## config.mk

```make
export PLATFORM = sky130hd
export DESIGN_NAME = tick_counter_flat
export DESIGN_NICKNAME = d
export VERILOG_FILES = /design/src/design/bus_pkg.sv /design/src/design/slave_if.sv /design/src/design/tick_counter.sv /design/src/flat_wrapper.sv
export SDC_FILE = /design/constraint.sdc
export NUM_CORES = 1
export LEC_CHECK = 0
export BUFFER_PORTS_ARGS = -buffer_cell sky130_fd_sc_hd__buf_2
export CAP_MARGIN = 20
export CORE_MARGIN = 3
export CORE_UTILIZATION = 58
export CTS_BUF_LIST = sky130_fd_sc_hd__clkbuf_8
export DETAILED_ROUTE_END_ITERATION = 7
export PLACE_DENSITY = 0.94
export SETUP_SLACK_MARGIN = 0.02
export SKIP_CTS_REPAIR_TIMING = 1
export SLEW_MARGIN = 15
export SYNTH_ARGS = -nofsm -noshare
export SYNTH_HDL_FRONTEND = slang
export SYNTH_SLANG_ARGS = --single-unit
```

## constraint.sdc

```tcl
create_clock -name clk -period 6.25 [get_ports clk]
set_clock_uncertainty 0.15 [all_clocks]
set_input_delay 0.3125 -clock clk [delete_from_list [all_inputs] [get_ports clk]]
set_output_delay 0.3125 -clock clk [all_outputs]
set_load 0.05 [all_outputs]
```

## src/design/bus_pkg.sv

```systemverilog
`default_nettype none

package bus_pkg;

    // address split into page, word and byte
    localparam int PAGE_W  = 20;
    localparam int INDEX_W = 10;
    localparam int BYTE_W  = 2;

    // memory map compared against the page field
    localparam logic [PAGE_W-1:0] PROG_PAGE    = 20'd1;
    localparam logic [PAGE_W-1:0] COUNTER_PAGE = 20'd2;

    localparam int PROG_WORDS = 1024;  // full word field of the program page

    // tick counter bank
    localparam int TICK_COUNT = 2;
    localparam int TICK_PRESCALE [TICK_COUNT] = '{1, 27};  // clocks per count step

    // slot 0 is program memory and counters follow
    localparam int SLAVE_COUNT = TICK_COUNT + 1;

    typedef struct packed {
        logic [PAGE_W-1:0]  page;      // region select
        logic [INDEX_W-1:0] word;      // word index inside the region
        logic [BYTE_W-1:0]  byte_sel;  // byte lane ignored by word slaves
    } bus_addr_t;

    typedef union packed {
        logic [31:0] raw;
        bus_addr_t   fields;
    } bus_addr_u;

endpackage

`default_nettype wire

```

## src/design/slave_if.sv

```systemverilog
`default_nettype none

// one decoded data access from decoder to slave and the read word back
interface slave_if;

    logic                        sel;    // address falls in this slave
    logic                        ren;    // read strobe already gated by sel
    logic                        wen;    // write strobe already gated by sel
    logic [bus_pkg::INDEX_W-1:0] index;  // word index inside the slave
    logic [31:0]                 wdata;
    logic [31:0]                 rdata;  // registered one cycle after ren

    modport decoder (
        output sel,
        output ren,
        output wen,
        output index,
        output wdata
    );

    modport slave (
        input  sel,
        input  ren,
        input  wen,
        input  index,
        input  wdata,
        output rdata
    );

    modport reader (input rdata);  // return path only

endinterface

`default_nettype wire

```

## src/design/tick_counter.sv

```systemverilog
`default_nettype none

module tick_counter #(
    parameter int PRESCALE = 1
) (
    input  logic   clk,
    input  logic   reset,
    slave_if.slave port
);

    localparam int PRE_W = (PRESCALE > 1) ? $clog2(PRESCALE) : 1;

    logic [PRE_W-1:0] prescale_cnt;
    logic [31:0]      count;
    logic             wrap;

    assign wrap = (prescale_cnt == PRE_W'(PRESCALE - 1));

    always_ff @(posedge clk) begin
        if (reset) begin
            prescale_cnt <= '0;
            count        <= '0;
        end else if (port.sel && port.wen) begin
            // software load restarts the prescale period
            count        <= port.wdata;
            prescale_cnt <= '0;
        end else if (wrap) begin
            prescale_cnt <= '0;
            count        <= count + 32'd1;
        end else begin
            prescale_cnt <= prescale_cnt + 1'b1;
        end
    end

    // read returns the count as seen before this edge
    always_ff @(posedge clk) begin
        if (port.sel && port.ren) begin
            port.rdata <= count;
        end
    end

endmodule

`default_nettype wire

```

## src/flat_wrapper.sv

```systemverilog
// flat-port wrapper written by rule: the top's interface ports become plain ports
module tick_counter_flat 
#(
    parameter int PRESCALE = 1
)
  (clk, reset, port_sel, port_ren, port_wen, port_index, port_wdata, port_rdata);
  slave_if port_i ();
  input  logic clk;
  input  logic reset;
  input wire logic [$bits(port_i.sel)-1:0] port_sel;
  input wire logic [$bits(port_i.ren)-1:0] port_ren;
  input wire logic [$bits(port_i.wen)-1:0] port_wen;
  input wire logic [$bits(port_i.index)-1:0] port_index;
  input wire logic [$bits(port_i.wdata)-1:0] port_wdata;
  output wire logic [$bits(port_i.rdata)-1:0] port_rdata;
  assign port_i.sel = port_sel;
  assign port_i.ren = port_ren;
  assign port_i.wen = port_wen;
  assign port_i.index = port_index;
  assign port_i.wdata = port_wdata;
  assign port_rdata = port_i.rdata;
  tick_counter #(.PRESCALE(PRESCALE)) u_core (.clk(clk), .reset(reset), .port(port_i));
endmodule
```

==> reports/results.ini, run 1 <==
[status]
run_status=finished clean

[clock_tree]
clock_latency_ns=0.34
cts-root-to-sink-buffers=2
cts_clk_pin_slew_worst_paths_ns=0.06
tritoncts=done
clock_sinks=65
cts_htree_levels=3
cts-root-buf=sky130_fd_sc_hd__clkbuf_8
cts_made_buffers=9

[route]
via_count=2472
topRoutingLayerUsed=met4
totalWireLength_um=6520
met3_length_um=517
drcViolationCount=0
detail_route.vias_per_cell=6.01
drt_first_iter_violations=279
detail_route.wirelength.met1_um=2700
drtPass1Iterations=4
met2RoutedLength_um=3220
drt.antenna.violating_nets=0
routedWlPerCell_um=15.9

[die]
initial_core_util_pct=60.6
floorplan.rows=25
dieArea_sq_mm=0.00588
fp.dieW_um=76.7
coreArea_sq_mm=0.00479
chipHeight_um=76.7
boundaryPins=79

[yosys]
synth_top_cell_by_area=sky130_fd_sc_hd__edfxtp_1
syn_area_sq_mm=0.00290
syn-instance-count=273
syn_avg_cell_area_sq_um=10.6
yosysUniqueCellTypes=45
number_of_enable_type_register_cells_in_the_synthesized_netlist=32
async_reset_ff_share_pct=0
synth_largest_type_area_fraction_pct=33.1
ys_ff_latch=65
postSynthNetCount=321
yosys_most_used_dff=sky130_fd_sc_hd__dfxtp_1
synth.area.top_cells=sky130_fd_sc_hd__edfxtp_1, sky130_fd_sc_hd__dfxtp_1, sky130_fd_sc_hd__a311oi_1
post_synthesis_sequential_area_ratio_pct=55.9
ys_warn_count=0

[cells_and_area]
num-nets-final=387
final_common_cell=sky130_fd_sc_hd__buf_2
most-common-layout-cells=sky130_fd_sc_hd__buf_2, sky130_fd_sc_hd__dfxtp_1, sky130_fd_sc_hd__edfxtp_1
area_growth_pct=18.9
post-route-util_pct=72.0
fillCellCount=362
drive_gt1_share_pct=25.3
antenna_cells=0

[critical_path]
start_kind=flop
cp_data_arrival_time_ns=2.45
crit_family=simple AND/OR/NAND/NOR gates
r2r.worst_path.cells=4
worst-path-stages=4
crit_path_start=u_core.count[2]$_SDFFE_PP0P_
critical_path_peak_fanout=10
worst-endpoint-required_ns=6.31
path_class=reg2reg
slowest_stage=sky130_fd_sc_hd__nor4_2
end_kind=flop
worstReg2RegStart=u_core.count[2]$_SDFFE_PP0P_
critical-path-max-stage-delay_ns=0.82
worstPathCellList=nand2_1 -> nor4_2 -> a311oi_1 -> a2111oi_0
timing.critical_path.buf_inv=0

[pwr]
static-leakage-power_nw=1.25
power.density_mw_per_mm2=264
power.ir.vdd_worst_mv=0.168

[grt]
globalRouteTotalUtil_pct=22.8
maximum_number_of_pins_on_one_net_before_global_route_repair=60
grt_pass1_vias=2190
number_of_antenna_violations_at_the_first_check_in_global_routing=0
wire_length_of_the_first_global_routing_pass_um=10600
grt_overflow_total=0

[placed_design]
detailedPlace.worstSlack_ns=3.90
post-dp-hpwl_um=4360
gp_routability_congestion=0.810
placement.io_buffers=68

[sta]
postLayoutSetupSlackWorst_ns=3.86
finalSetupViolCount=0
slew_violations=0
max_slew.worst_pin.slew_ns=0.875
setup_tns_ns=0
rsz_0062_raised_after_global_routing=no
timing.final.crit_period_ns=2.39
fmaxAchievable_mhz=418
maxSlewHeadroom_pct=41.2
hold_viol=0
period_share_pct=38.2

[worst_hold_path]
hold_path_class=in2reg
hold_path_depth=3
hold_start=port_wdata[0]

[run]
max_cap_viol_count=0

-- cells by family (layout without fill, tap and decap cells) --
logic type	count (synthesis)	count (layout)	share of synthesized area (%)
buffers and inverters	19	90	2.63
adder cells (fa/ha/maj)	1	1	0.432
multiplexers	1	1	0.345
flip-flops	65	65	55.9
AO/OA/AOI/OAI	52	52	13.8
other	1	1	0.129
AND/OR/NAND/NOR	123	123	23.4
XOR/XNOR	11	11	3.32
-- report_power, final --
part | switching [mW] | internal (mW)
registers | 0.0260 | 0.475
logic | 0.0697 | 0.0343
clock network | 0.147 | 0.159
-- cell usage after synthesis, types with 2 or more instances --
master / instances
sky130_fd_sc_hd__dfxtp_1: 33
sky130_fd_sc_hd__edfxtp_1: 32
sky130_fd_sc_hd__nor2_1: 30
sky130_fd_sc_hd__nand2_1: 18
sky130_fd_sc_hd__a311oi_1: 15
sky130_fd_sc_hd__nand4_1: 12
sky130_fd_sc_hd__a211oi_1: 11
sky130_fd_sc_hd__nand3_1: 10
sky130_fd_sc_hd__or3_1: 9
sky130_fd_sc_hd__or4_1: 9
sky130_fd_sc_hd__and2_1: 8
sky130_fd_sc_hd__clkbuf_1: 8
sky130_fd_sc_hd__xnor2_1: 8
sky130_fd_sc_hd__nor4_1: 7
sky130_fd_sc_hd__o21ai_0: 7
sky130_fd_sc_hd__o31ai_1: 5
sky130_fd_sc_hd__inv_1: 4
sky130_fd_sc_hd__a31o_2: 3
sky130_fd_sc_hd__and3_1: 3
sky130_fd_sc_hd__buf_1: 3
sky130_fd_sc_hd__buf_2: 3
sky130_fd_sc_hd__nand3b_1: 3
sky130_fd_sc_hd__xor2_1: 3
sky130_fd_sc_hd__a21oi_1: 2
sky130_fd_sc_hd__and4_1: 2
sky130_fd_sc_hd__nand2b_1: 2
sky130_fd_sc_hd__nand4b_1: 2
sky130_fd_sc_hd__nor3_1: 2
sky130_fd_sc_hd__nor3b_1: 2
sky130_fd_sc_hd__o21bai_1: 2
-- cell type report --
class	instances	area (sq um)	share of cell area (%)
clock inverters	5	18.8	0.544
repair buffers	70	355	10.3
flip-flops and latches	65	1620	47.0
well taps	67	83.8	2.43
inverters	4	15.0	0.436
clock buffers	11	151	4.39
multi-input cells	189	1200	34.8
-- state kept, by name, summed over array words and instances, names as in the netlist --
register / flops
u_core.count: 32
u_core.port.rdata: 32
u_core.prescale_cnt: 1
-- worst register-to-register path: stages (launching register included) --
cell	delay, ns
sky130_fd_sc_hd__dfxtp_1	0.49
sky130_fd_sc_hd__nand2_1	0.20
sky130_fd_sc_hd__nor4_2	0.82
sky130_fd_sc_hd__a311oi_1	0.20
sky130_fd_sc_hd__a2111oi_0	0.40
-- metal layers --
metal | global-route usage, % | vias to the layer above
li1 | - | 1193
met1 | 30.7 | 1152
met2 | 34.9 | 116
met3 | 4.23 | 11
met4 | 12.0 | 0
met5 | 0 | -
-- path summary, 6_finish.rpt --
check	slack, ns	to
min	0.07	u_core.count[0]$_SDFFE_PP0P_
max reg2reg	3.86	u_core.count[23]$_SDFFE_PP0P_
max	3.86	u_core.count[23]$_SDFFE_PP0P_
min reg2reg	0.34	u_core.port.rdata[24]$_DFFE_PP_
-- stage by stage --
step | hold WS, ns | instance area (sq um) | std cells | power [mW]
after global routing | 0.0864 | 3450 | 411 | 0.942
after detailed placement | 0.321 | 3280 | 395 | 0.613
after CTS | 0.0654 | 3450 | 411 | 0.913
after floorplan | 0.253 | 2900 | 273 | 0.578
after global placement | 0.307 | 3280 | 395 | 0.608
final | 0.0686 | 3450 | 411 | 0.911
(Power assumes the default switching activity.)
==> run 2, diff against run 1 <==
--- a/config.mk
+++ b/config.mk
@@ -5,13 +5,14 @@
 export SDC_FILE = /design/constraint.sdc
 export NUM_CORES = 1
 export LEC_CHECK = 0
+export ABC_AREA = 1
 export BUFFER_PORTS_ARGS = -buffer_cell sky130_fd_sc_hd__buf_2
 export CAP_MARGIN = 20
 export CORE_MARGIN = 3
-export CORE_UTILIZATION = 58
+export CORE_UTILIZATION = 51
 export CTS_BUF_LIST = sky130_fd_sc_hd__clkbuf_8
 export DETAILED_ROUTE_END_ITERATION = 7
-export PLACE_DENSITY = 0.94
+export PLACE_DENSITY = 0.86
 export SETUP_SLACK_MARGIN = 0.02
 export SKIP_CTS_REPAIR_TIMING = 1
 export SLEW_MARGIN = 15
==> constraint.sdc (replaced) <==
create_clock -name clk -period 2.15 [get_ports clk]
set_clock_uncertainty 0.15 [all_clocks]
set_input_delay 0.1075 -clock clk [delete_from_list [all_inputs] [get_ports clk]]
set_output_delay 0.1075 -clock clk [all_outputs]
set_load 0.05 [all_outputs]
==> run 2 against run 1 <==
  * The run now ends with negative hold slack left
  * Routed wire length is 28% higher
  * Worst setup slack worse by 3.5 ns
  * Worst hold slack worse by 0.076 ns
  * Total power grew to 3.1 times the previous value
  * Core utilization is 7.5 points lower
  * Global-route usage is 1.0 points lower
  * Synthesized area is 19% higher
  * Largest cell class unchanged
==> reports/results.ini, run 2 <==
[status]
run_status=finished with violations
failed_checks=negative hold slack

[pwr]
switching_share_pct=26.7  ; +0.054 points
share_seq_of_total_power_pct=51.2  ; -3.8 points
static-leakage-power_nw=1.67  ; +34%
power.combinational.fraction_pct=13.3  ; +1.9 points
power.density_mw_per_mm2=667  ; +150%
power.ir.vdd_worst_mv=0.333  ; +98%
switching_power_uw=744  ; +210%
clkPwrFrac_pct=35.5  ; +1.9 points
power.internal_mw=2.04  ; +210%

[grt]
grt_most_used_layer=met2
grt_pass1_vias=2863  ; +31%
wire_length_of_the_first_global_routing_pass_um=13000  ; +22%
globalRouteTotalUtil_pct=21.7  ; -1.0 points
number_of_antenna_violations_at_the_first_check_in_global_routing=0  ; unchanged
gr-usage-met1_pct=27.0  ; -3.7 points
met3_usage_pct=3.29  ; -0.93 points
grt_overflow_total=0  ; unchanged
maximum_number_of_pins_on_one_net_before_global_route_repair=43  ; -28%
use_met2_pct=36.6  ; +1.6 points

[cells_and_area]
antenna_cells=0  ; unchanged
area_growth_pct=21.2
num-nets-final=579  ; +50%
fillCellCount=531  ; +47%
reg.largest.list=u_core.count x32, u_core.port.rdata x32, u_core.prescale_cnt x1
drive_gt1_share_pct=22.4  ; -2.9 points
fin_cells=612  ; +49%
most-common-layout-cells=sky130_fd_sc_hd__nand2_1, sky130_fd_sc_hd__buf_2, sky130_fd_sc_hd__nor2_1
final_common_cell=sky130_fd_sc_hd__nand2_1

[clock_tree]
cts_clk_pin_slew_worst_paths_ns=0.07  ; about the same
tritoncts=done
cts_made_buffers=9  ; unchanged
cts-root-to-sink-buffers=2  ; unchanged
cts-root-buf=sky130_fd_sc_hd__clkbuf_8
clock_sinks=65  ; unchanged
cts_htree_levels=3  ; unchanged
clock_latency_ns=0.34  ; about the same

[yosys]
syn_area_sq_mm=0.00344  ; +19%
synth_largest_type_area_fraction_pct=27.9  ; -5.2 points
number_of_enable_type_register_cells_in_the_synthesized_netlist=32  ; unchanged
ys_top_cells_by_count=sky130_fd_sc_hd__nand2_1, sky130_fd_sc_hd__nor2_1, sky130_fd_sc_hd__nand3_1
yosysUniqueCellTypes=34  ; -24%
syn-instance-count=445  ; +63%
post_synthesis_sequential_area_ratio_pct=47.1  ; -8.8 points
ys_warn_count=0  ; unchanged
synth_top_cell_by_area=sky130_fd_sc_hd__edfxtp_1
ys_ff_latch=65  ; unchanged
yosys_most_used_dff=sky130_fd_sc_hd__dfxtp_1
async_reset_ff_share_pct=0  ; unchanged
postSynthNetCount=493  ; +54%
synth.area.top_cells=sky130_fd_sc_hd__edfxtp_1, sky130_fd_sc_hd__dfxtp_1, sky130_fd_sc_hd__nand2_1
post-synth-top-count-cell=sky130_fd_sc_hd__nand2_1
syn_avg_cell_area_sq_um=7.73  ; -27%

[critical_path]
cp_data_arrival_time_ns=1.81  ; -0.64 ns
critical_path_peak_fanout=4  ; -6
worst-endpoint-required_ns=2.22  ; -4.09 ns
crit_top_cell=sky130_fd_sc_hd__nand2_1
path_class=reg2reg
end_kind=flop
worstPathCellList=ha_1 -> nand2_1 -> nor2_4 -> nand2_2 -> nor2_2 -> nand2_1 -> nand2_1 -> nand3_1 -> nand2_1 -> a21oi_1
critical-path-max-stage-delay_ns=0.37  ; -0.45 ns
slowest_stage=sky130_fd_sc_hd__dfxtp_1
start_kind=flop
worstReg2RegStart=u_core.count[0]$_SDFFE_PP0P_
crit_path_start=u_core.count[0]$_SDFFE_PP0P_
reg2reg_setup_slack_ns=0.41  ; -3.45 ns

[die]
chipHeight_um=88.1  ; +15%
fp.dieW_um=88.1  ; +15%
floorplan.rows=29  ; +16%
initial_core_util_pct=53.3  ; -7.3 points
dieArea_sq_mm=0.00777  ; +32%
coreArea_sq_mm=0.00646  ; +35%
boundaryPins=79  ; unchanged

[sta]
fmaxAchievable_mhz=574  ; +37%
hold_slack_ns=-0.00790  ; -0.0765 ns
slew_violations=0  ; unchanged
timing.final.crit_period_ns=1.74  ; -0.649 ns
finalSetupViolCount=0  ; unchanged
rsz_0062_raised_after_global_routing=no
period_share_pct=81.0  ; +43 points
setup_tns_ns=0  ; unchanged
hold_viol=2  ; +2

[route]
detail_route.vias_per_cell=5.31  ; -12%
drt_first_iter_violations=278  ; -0.36%
drtPass1Iterations=5  ; +1
totalWireLength_um=8360  ; +28%
routedWlPerCell_um=13.7  ; -14%
via_count=3252  ; +32%
drt.antenna.violating_nets=0  ; unchanged
drcViolationCount=0  ; unchanged

[placed_design]
placement.io_buffers=68  ; unchanged
gp_routability_congestion=0.864  ; +6.6%
post-dp-hpwl_um=5780  ; +33%
placedCellCount=581  ; +47%

[run]
max_cap_viol_count=0  ; unchanged

[worst_hold_path]
hold_start=port_wdata[27]
hold_path_class=in2reg

[run 2: cell types whose count changed after synthesis, moves of 9 or more]
cell                       previous run  this run
sky130_fd_sc_hd__nor2_4               0         9
sky130_fd_sc_hd__a21oi_1              2        15
sky130_fd_sc_hd__a211oi_1            11         2
sky130_fd_sc_hd__nand4_1             12         0
sky130_fd_sc_hd__nand2_1             18       132
sky130_fd_sc_hd__or3_1                9         0
sky130_fd_sc_hd__a311oi_1            15         0
sky130_fd_sc_hd__nand3_1             10        43
sky130_fd_sc_hd__nor2_1              30        60
sky130_fd_sc_hd__inv_1                4        38
sky130_fd_sc_hd__or4_1                9         0
sky130_fd_sc_hd__nand2_2              0         9
[run 2: through the flow]
stage | area, sq um | utilization (%) | total power, mW | setup slack [ns]
after floorplan | 3440 | - | 1.69 | 0.598
after global placement | 3820 | 59.2 | 1.78 | 0.463
after detailed placement | 3820 | 59.2 | 1.79 | 0.439
after CTS | 4010 | 62.1 | 2.76 | 0.424
after global routing | 4170 | 64.6 | 2.90 | 0.223
final | 4170 | 64.6 | 2.78 | 0.409
[run 2: final timing paths]
path,cells past startpoint,end
max,10,u_core.count[28]$_SDFFE_PP0P_
min,5,u_core.count[27]$_SDFFE_PP0P_
max reg2reg,10,u_core.count[28]$_SDFFE_PP0P_
min reg2reg,0,u_core.port.rdata[1]$_DFFE_PP_
[run 2: kinds of logic (layout without fill, tap and decap cells)]
logic type / Yosys count / count (layout) / share of synthesized area (%)
AO/OA/AOI/OAI: 46 / 46 / 8.36
adder cells (fa/ha/maj): 1 / 1 / 0.364
buffers and inverters: 55 / 145 / 7.45
flip-flops: 65 / 65 / 47.1
other: 1 / 1 / 0.109
AND/OR/NAND/NOR: 277 / 277 / 36.6
[run 2: cell type report]
cell class	instances	area (sq um)	share of cell area, %
Sequential cell	65	1620	38.9
Multi-Input combinational cell	325	1560	37.5
Timing Repair Buffer	89	551	13.2
Inverter	41	154	3.69
Clock buffer	10	138	3.30
Tap cell	77	96.3	2.31
Clock inverter	5	47.5	1.14
[run 2: per-layer routing]
layer / share of wire (%) / vias up
li1: - / 1625
met3: 6.7 / 16
met5: 0 / -
met2: 49 / 127
met1: 42 / 1484
met4: 2.1 / 0
[run 2: power groups by stage]
stage | combinational (mW) | clock [mW] | sequential (mW)
floorplan | 0.162 | 0 | 1.53
global placement | 0.337 | 0 | 1.45
detailed placement | 0.345 | 0 | 1.45
CTS | 0.346 | 0.994 | 1.42
global route | 0.406 | 1.06 | 1.43
finish | 0.370 | 0.986 | 1.43
[run 2: critical path, delay by kind of cell, from the launching register on]
kind / cells / cell delay [ns]
simple gates: 8 / 0.85
flops: 1 / 0.37
fa+ha+maj: 1 / 0.18
compound gates: 1 / 0.05
==> run 3, diff against run 2 <==
--- a/config.mk
+++ b/config.mk
@@ -9,10 +9,10 @@
 export BUFFER_PORTS_ARGS = -buffer_cell sky130_fd_sc_hd__buf_2
 export CAP_MARGIN = 20
 export CORE_MARGIN = 3
-export CORE_UTILIZATION = 51
+export CORE_UTILIZATION = 56
 export CTS_BUF_LIST = sky130_fd_sc_hd__clkbuf_8
 export DETAILED_ROUTE_END_ITERATION = 7
-export PLACE_DENSITY = 0.86
+export PLACE_DENSITY = 0.89
 export SETUP_SLACK_MARGIN = 0.02
 export SKIP_CTS_REPAIR_TIMING = 1
 export SLEW_MARGIN = 15
==> constraint.sdc (replaced) <==
create_clock -name clk -period 1.76 [get_ports clk]
set_clock_uncertainty 0.15 [all_clocks]
set_input_delay 0.088 -clock clk [delete_from_list [all_inputs] [get_ports clk]]
set_output_delay 0.088 -clock clk [all_outputs]
set_load 0.05 [all_outputs]
==> run 3 against run 2 <==
  * The flow still finishes with violations (negative hold slack)
  * First-iteration DRC count rose by 54%
  * Routed wire length rose by 12%
  * Total power rose by 29%
  * Cell count rose by 0.82%
  * Critical path depth fell by 1
  * Global-route usage rose by 2.6 points
  * Cell area rose by 3.6%
  * Critical path type unchanged
  * Critical endpoint is now u_core.count[11]$_SDFFE_PP0P_
  * Largest power group unchanged
  * Highest routed layer unchanged
==> reports/results.ini, run 3 (same netlist as run 2, synthesis figures left out) <==
[sta]
slew_violations=0  ; unchanged
fmaxAchievable_mhz=576  ; +0.20%
finalSetupViolCount=0  ; unchanged
period_share_pct=98.7  ; +18 points
timing.final.crit_period_ns=1.74  ; -0.00345 ns
rsz_0062_raised_after_global_routing=yes
hold_viol=9  ; +7
hold_slack_ns=-0.0264  ; -0.0185 ns

[grt]
met3_usage_pct=3.14  ; -0.15 points
maximum_number_of_pins_on_one_net_before_global_route_repair=33  ; -23%
wire_length_of_the_first_global_routing_pass_um=14000  ; +7.7%
grt_pass1_vias=3046  ; +6.4%
use_met2_pct=39.7  ; +3.1 points
globalRouteTotalUtil_pct=24.4  ; +2.6 points
grt_most_used_layer=met2
number_of_antenna_violations_at_the_first_check_in_global_routing=0  ; unchanged
grt_overflow_total=0  ; unchanged
gr-usage-met1_pct=32.1  ; +5.1 points

[die]
boundaryPins=79  ; unchanged
fp.dieW_um=84.4  ; -4.3%
dieArea_sq_mm=0.00712  ; -8.3%
coreArea_sq_mm=0.00571  ; -12%
initial_core_util_pct=60.3  ; +7.0 points
chipHeight_um=84.4  ; -4.3%
floorplan.rows=27  ; -6.9%

[critical_path]
start_kind=flop
reg2reg_setup_slack_ns=0.02  ; -0.39 ns
path_class=reg2reg
worst-endpoint-required_ns=1.84  ; -0.38 ns
critical_path_peak_fanout=5  ; +1
end_kind=flop
terminus_of_the_critical_flop_to_flop_path=u_core.count[11]$_SDFFE_PP0P_
cp_data_arrival_time_ns=1.82  ; about the same
r2r.worst_path.cells=9  ; -1
worstReg2RegStart=u_core.count[9]$_SDFFE_PP0P_

[cells_and_area]
reg.largest.list=u_core.count x32, u_core.port.rdata x32, u_core.prescale_cnt x1
drive_gt1_share_pct=25.0  ; +2.5 points
final_common_cell=sky130_fd_sc_hd__nand2_1
finalInstanceArea_sq_mm=0.00432  ; +3.6%
antenna_cells=0  ; unchanged
most-common-layout-cells=sky130_fd_sc_hd__nand2_1, sky130_fd_sc_hd__buf_2, sky130_fd_sc_hd__nor2_1
area_growth_pct=25.6
num-nets-final=588  ; +1.6%

[placed_design]
placement.io_buffers=68  ; unchanged
gp_routability_congestion=0.860  ; -0.49%
post-dp-hpwl_um=5850  ; +1.2%
dpl_cell_area_sq_mm=0.00384  ; +0.43%

[route]
drt.antenna.violating_nets=0  ; unchanged
drt_first_iter_violations=429  ; +54%
routedWlPerCell_um=15.1  ; +11%
totalWireLength_um=9340  ; +12%
drcViolationCount=0  ; unchanged
via_count=3475  ; +6.9%
detail_route.vias_per_cell=5.63  ; +6.0%
drtPass1Iterations=6  ; +1

[pwr]
finalPower_mw=3.59  ; +29%
power.density_mw_per_mm2=830  ; +24%
power.ir.vdd_worst_mv=0.751  ; +130%
static-leakage-power_nw=1.75  ; +4.7%

[worst_hold_path]
destination_of_the_worst_hold_path=u_core.count[29]$_SDFFE_PP0P_
hold_start=port_wdata[29]
hold_path_class=in2reg
hold_path_depth=5  ; unchanged

[clock_tree]
cts-root-to-sink-buffers=2  ; unchanged
clock_latency_ns=0.34  ; about the same
cts_clk_pin_slew_worst_paths_ns=0.07  ; about the same
clock_sinks=65  ; unchanged
cts_htree_levels=3  ; unchanged
cts-root-buf=sky130_fd_sc_hd__clkbuf_8
tritoncts=done
cts_made_buffers=9  ; unchanged

[status]
run_status=finished with violations
failed_checks=negative hold slack

[run]
max_cap_viol_count=0  ; unchanged

==> run 3: worst max-delay path, stage by stage, from the launching register on <==
cell	delay, ns
sky130_fd_sc_hd__dfxtp_1	0.48
sky130_fd_sc_hd__nand2_1	0.17
sky130_fd_sc_hd__nor2_4	0.16
sky130_fd_sc_hd__inv_1	0.10
sky130_fd_sc_hd__nor2_2	0.22
sky130_fd_sc_hd__nand2_1	0.11
sky130_fd_sc_hd__nand3_1	0.08
sky130_fd_sc_hd__nand3_1	0.08
sky130_fd_sc_hd__nand2_1	0.06
sky130_fd_sc_hd__inv_1	0.04
==> run 3: worst max path at each step <==
stage                                         end  slack (ns)                          start
floorplan           u_core.count[24]$_SDFFE_PP0P_        0.21   u_core.count[0]$_SDFFE_PP0P_
global route        u_core.count[14]$_SDFFE_PP0P_       -0.03  u_core.count[10]$_SDFFE_PP0P_
detailed placement  u_core.count[28]$_SDFFE_PP0P_        0.04   u_core.count[0]$_SDFFE_PP0P_
global placement    u_core.count[24]$_SDFFE_PP0P_        0.10   u_core.count[0]$_SDFFE_PP0P_
CTS                 u_core.count[28]$_SDFFE_PP0P_        0.03   u_core.count[0]$_SDFFE_PP0P_
finish              u_core.count[11]$_SDFFE_PP0P_        0.02   u_core.count[9]$_SDFFE_PP0P_
==> run 3: per-stage QoR <==
stage	instances	TNS [ns]	setup slack (ns)	util, %
after floorplan	445	0	0.208	-
after global placement	579	0	0.101	67.3
after detailed placement	579	0	0.0448	67.3
after CTS	595	0	0.0331	71.0
after global routing	617	-0.0997	-0.0325	75.7
final	617	0	0.0227	75.7
==> run 3: cell type report <==
type,instances,area [sq um]
clock inverters,6,76.3
clock buffers,10,138
fillers,390,1390
well taps,72,90.1
flip-flops and latches,65,1630
inverters,41,154
multi-input cells,325,1600
repair buffers,98,626
==> run 3: power by group <==
part           total, mW  switching [mW]  leakage (nW)  internal [mW]
clock               1.37           0.547         0.120          0.819
sequential          1.75          0.0776         0.583           1.67
combinational      0.476           0.311          1.04          0.165
total               3.59           0.935          1.75           2.65
==> run 3: routing by layer <==
layer | routed length, um | share of wire [%] | up-vias
met2 | 4350 | 47 | 225
met1 | 3600 | 39 | 1562
met5 | 0 | 0 | -
met4 | 452 | 4.8 | 0
li1 | - | - | 1637
met3 | 939 | 10 | 51
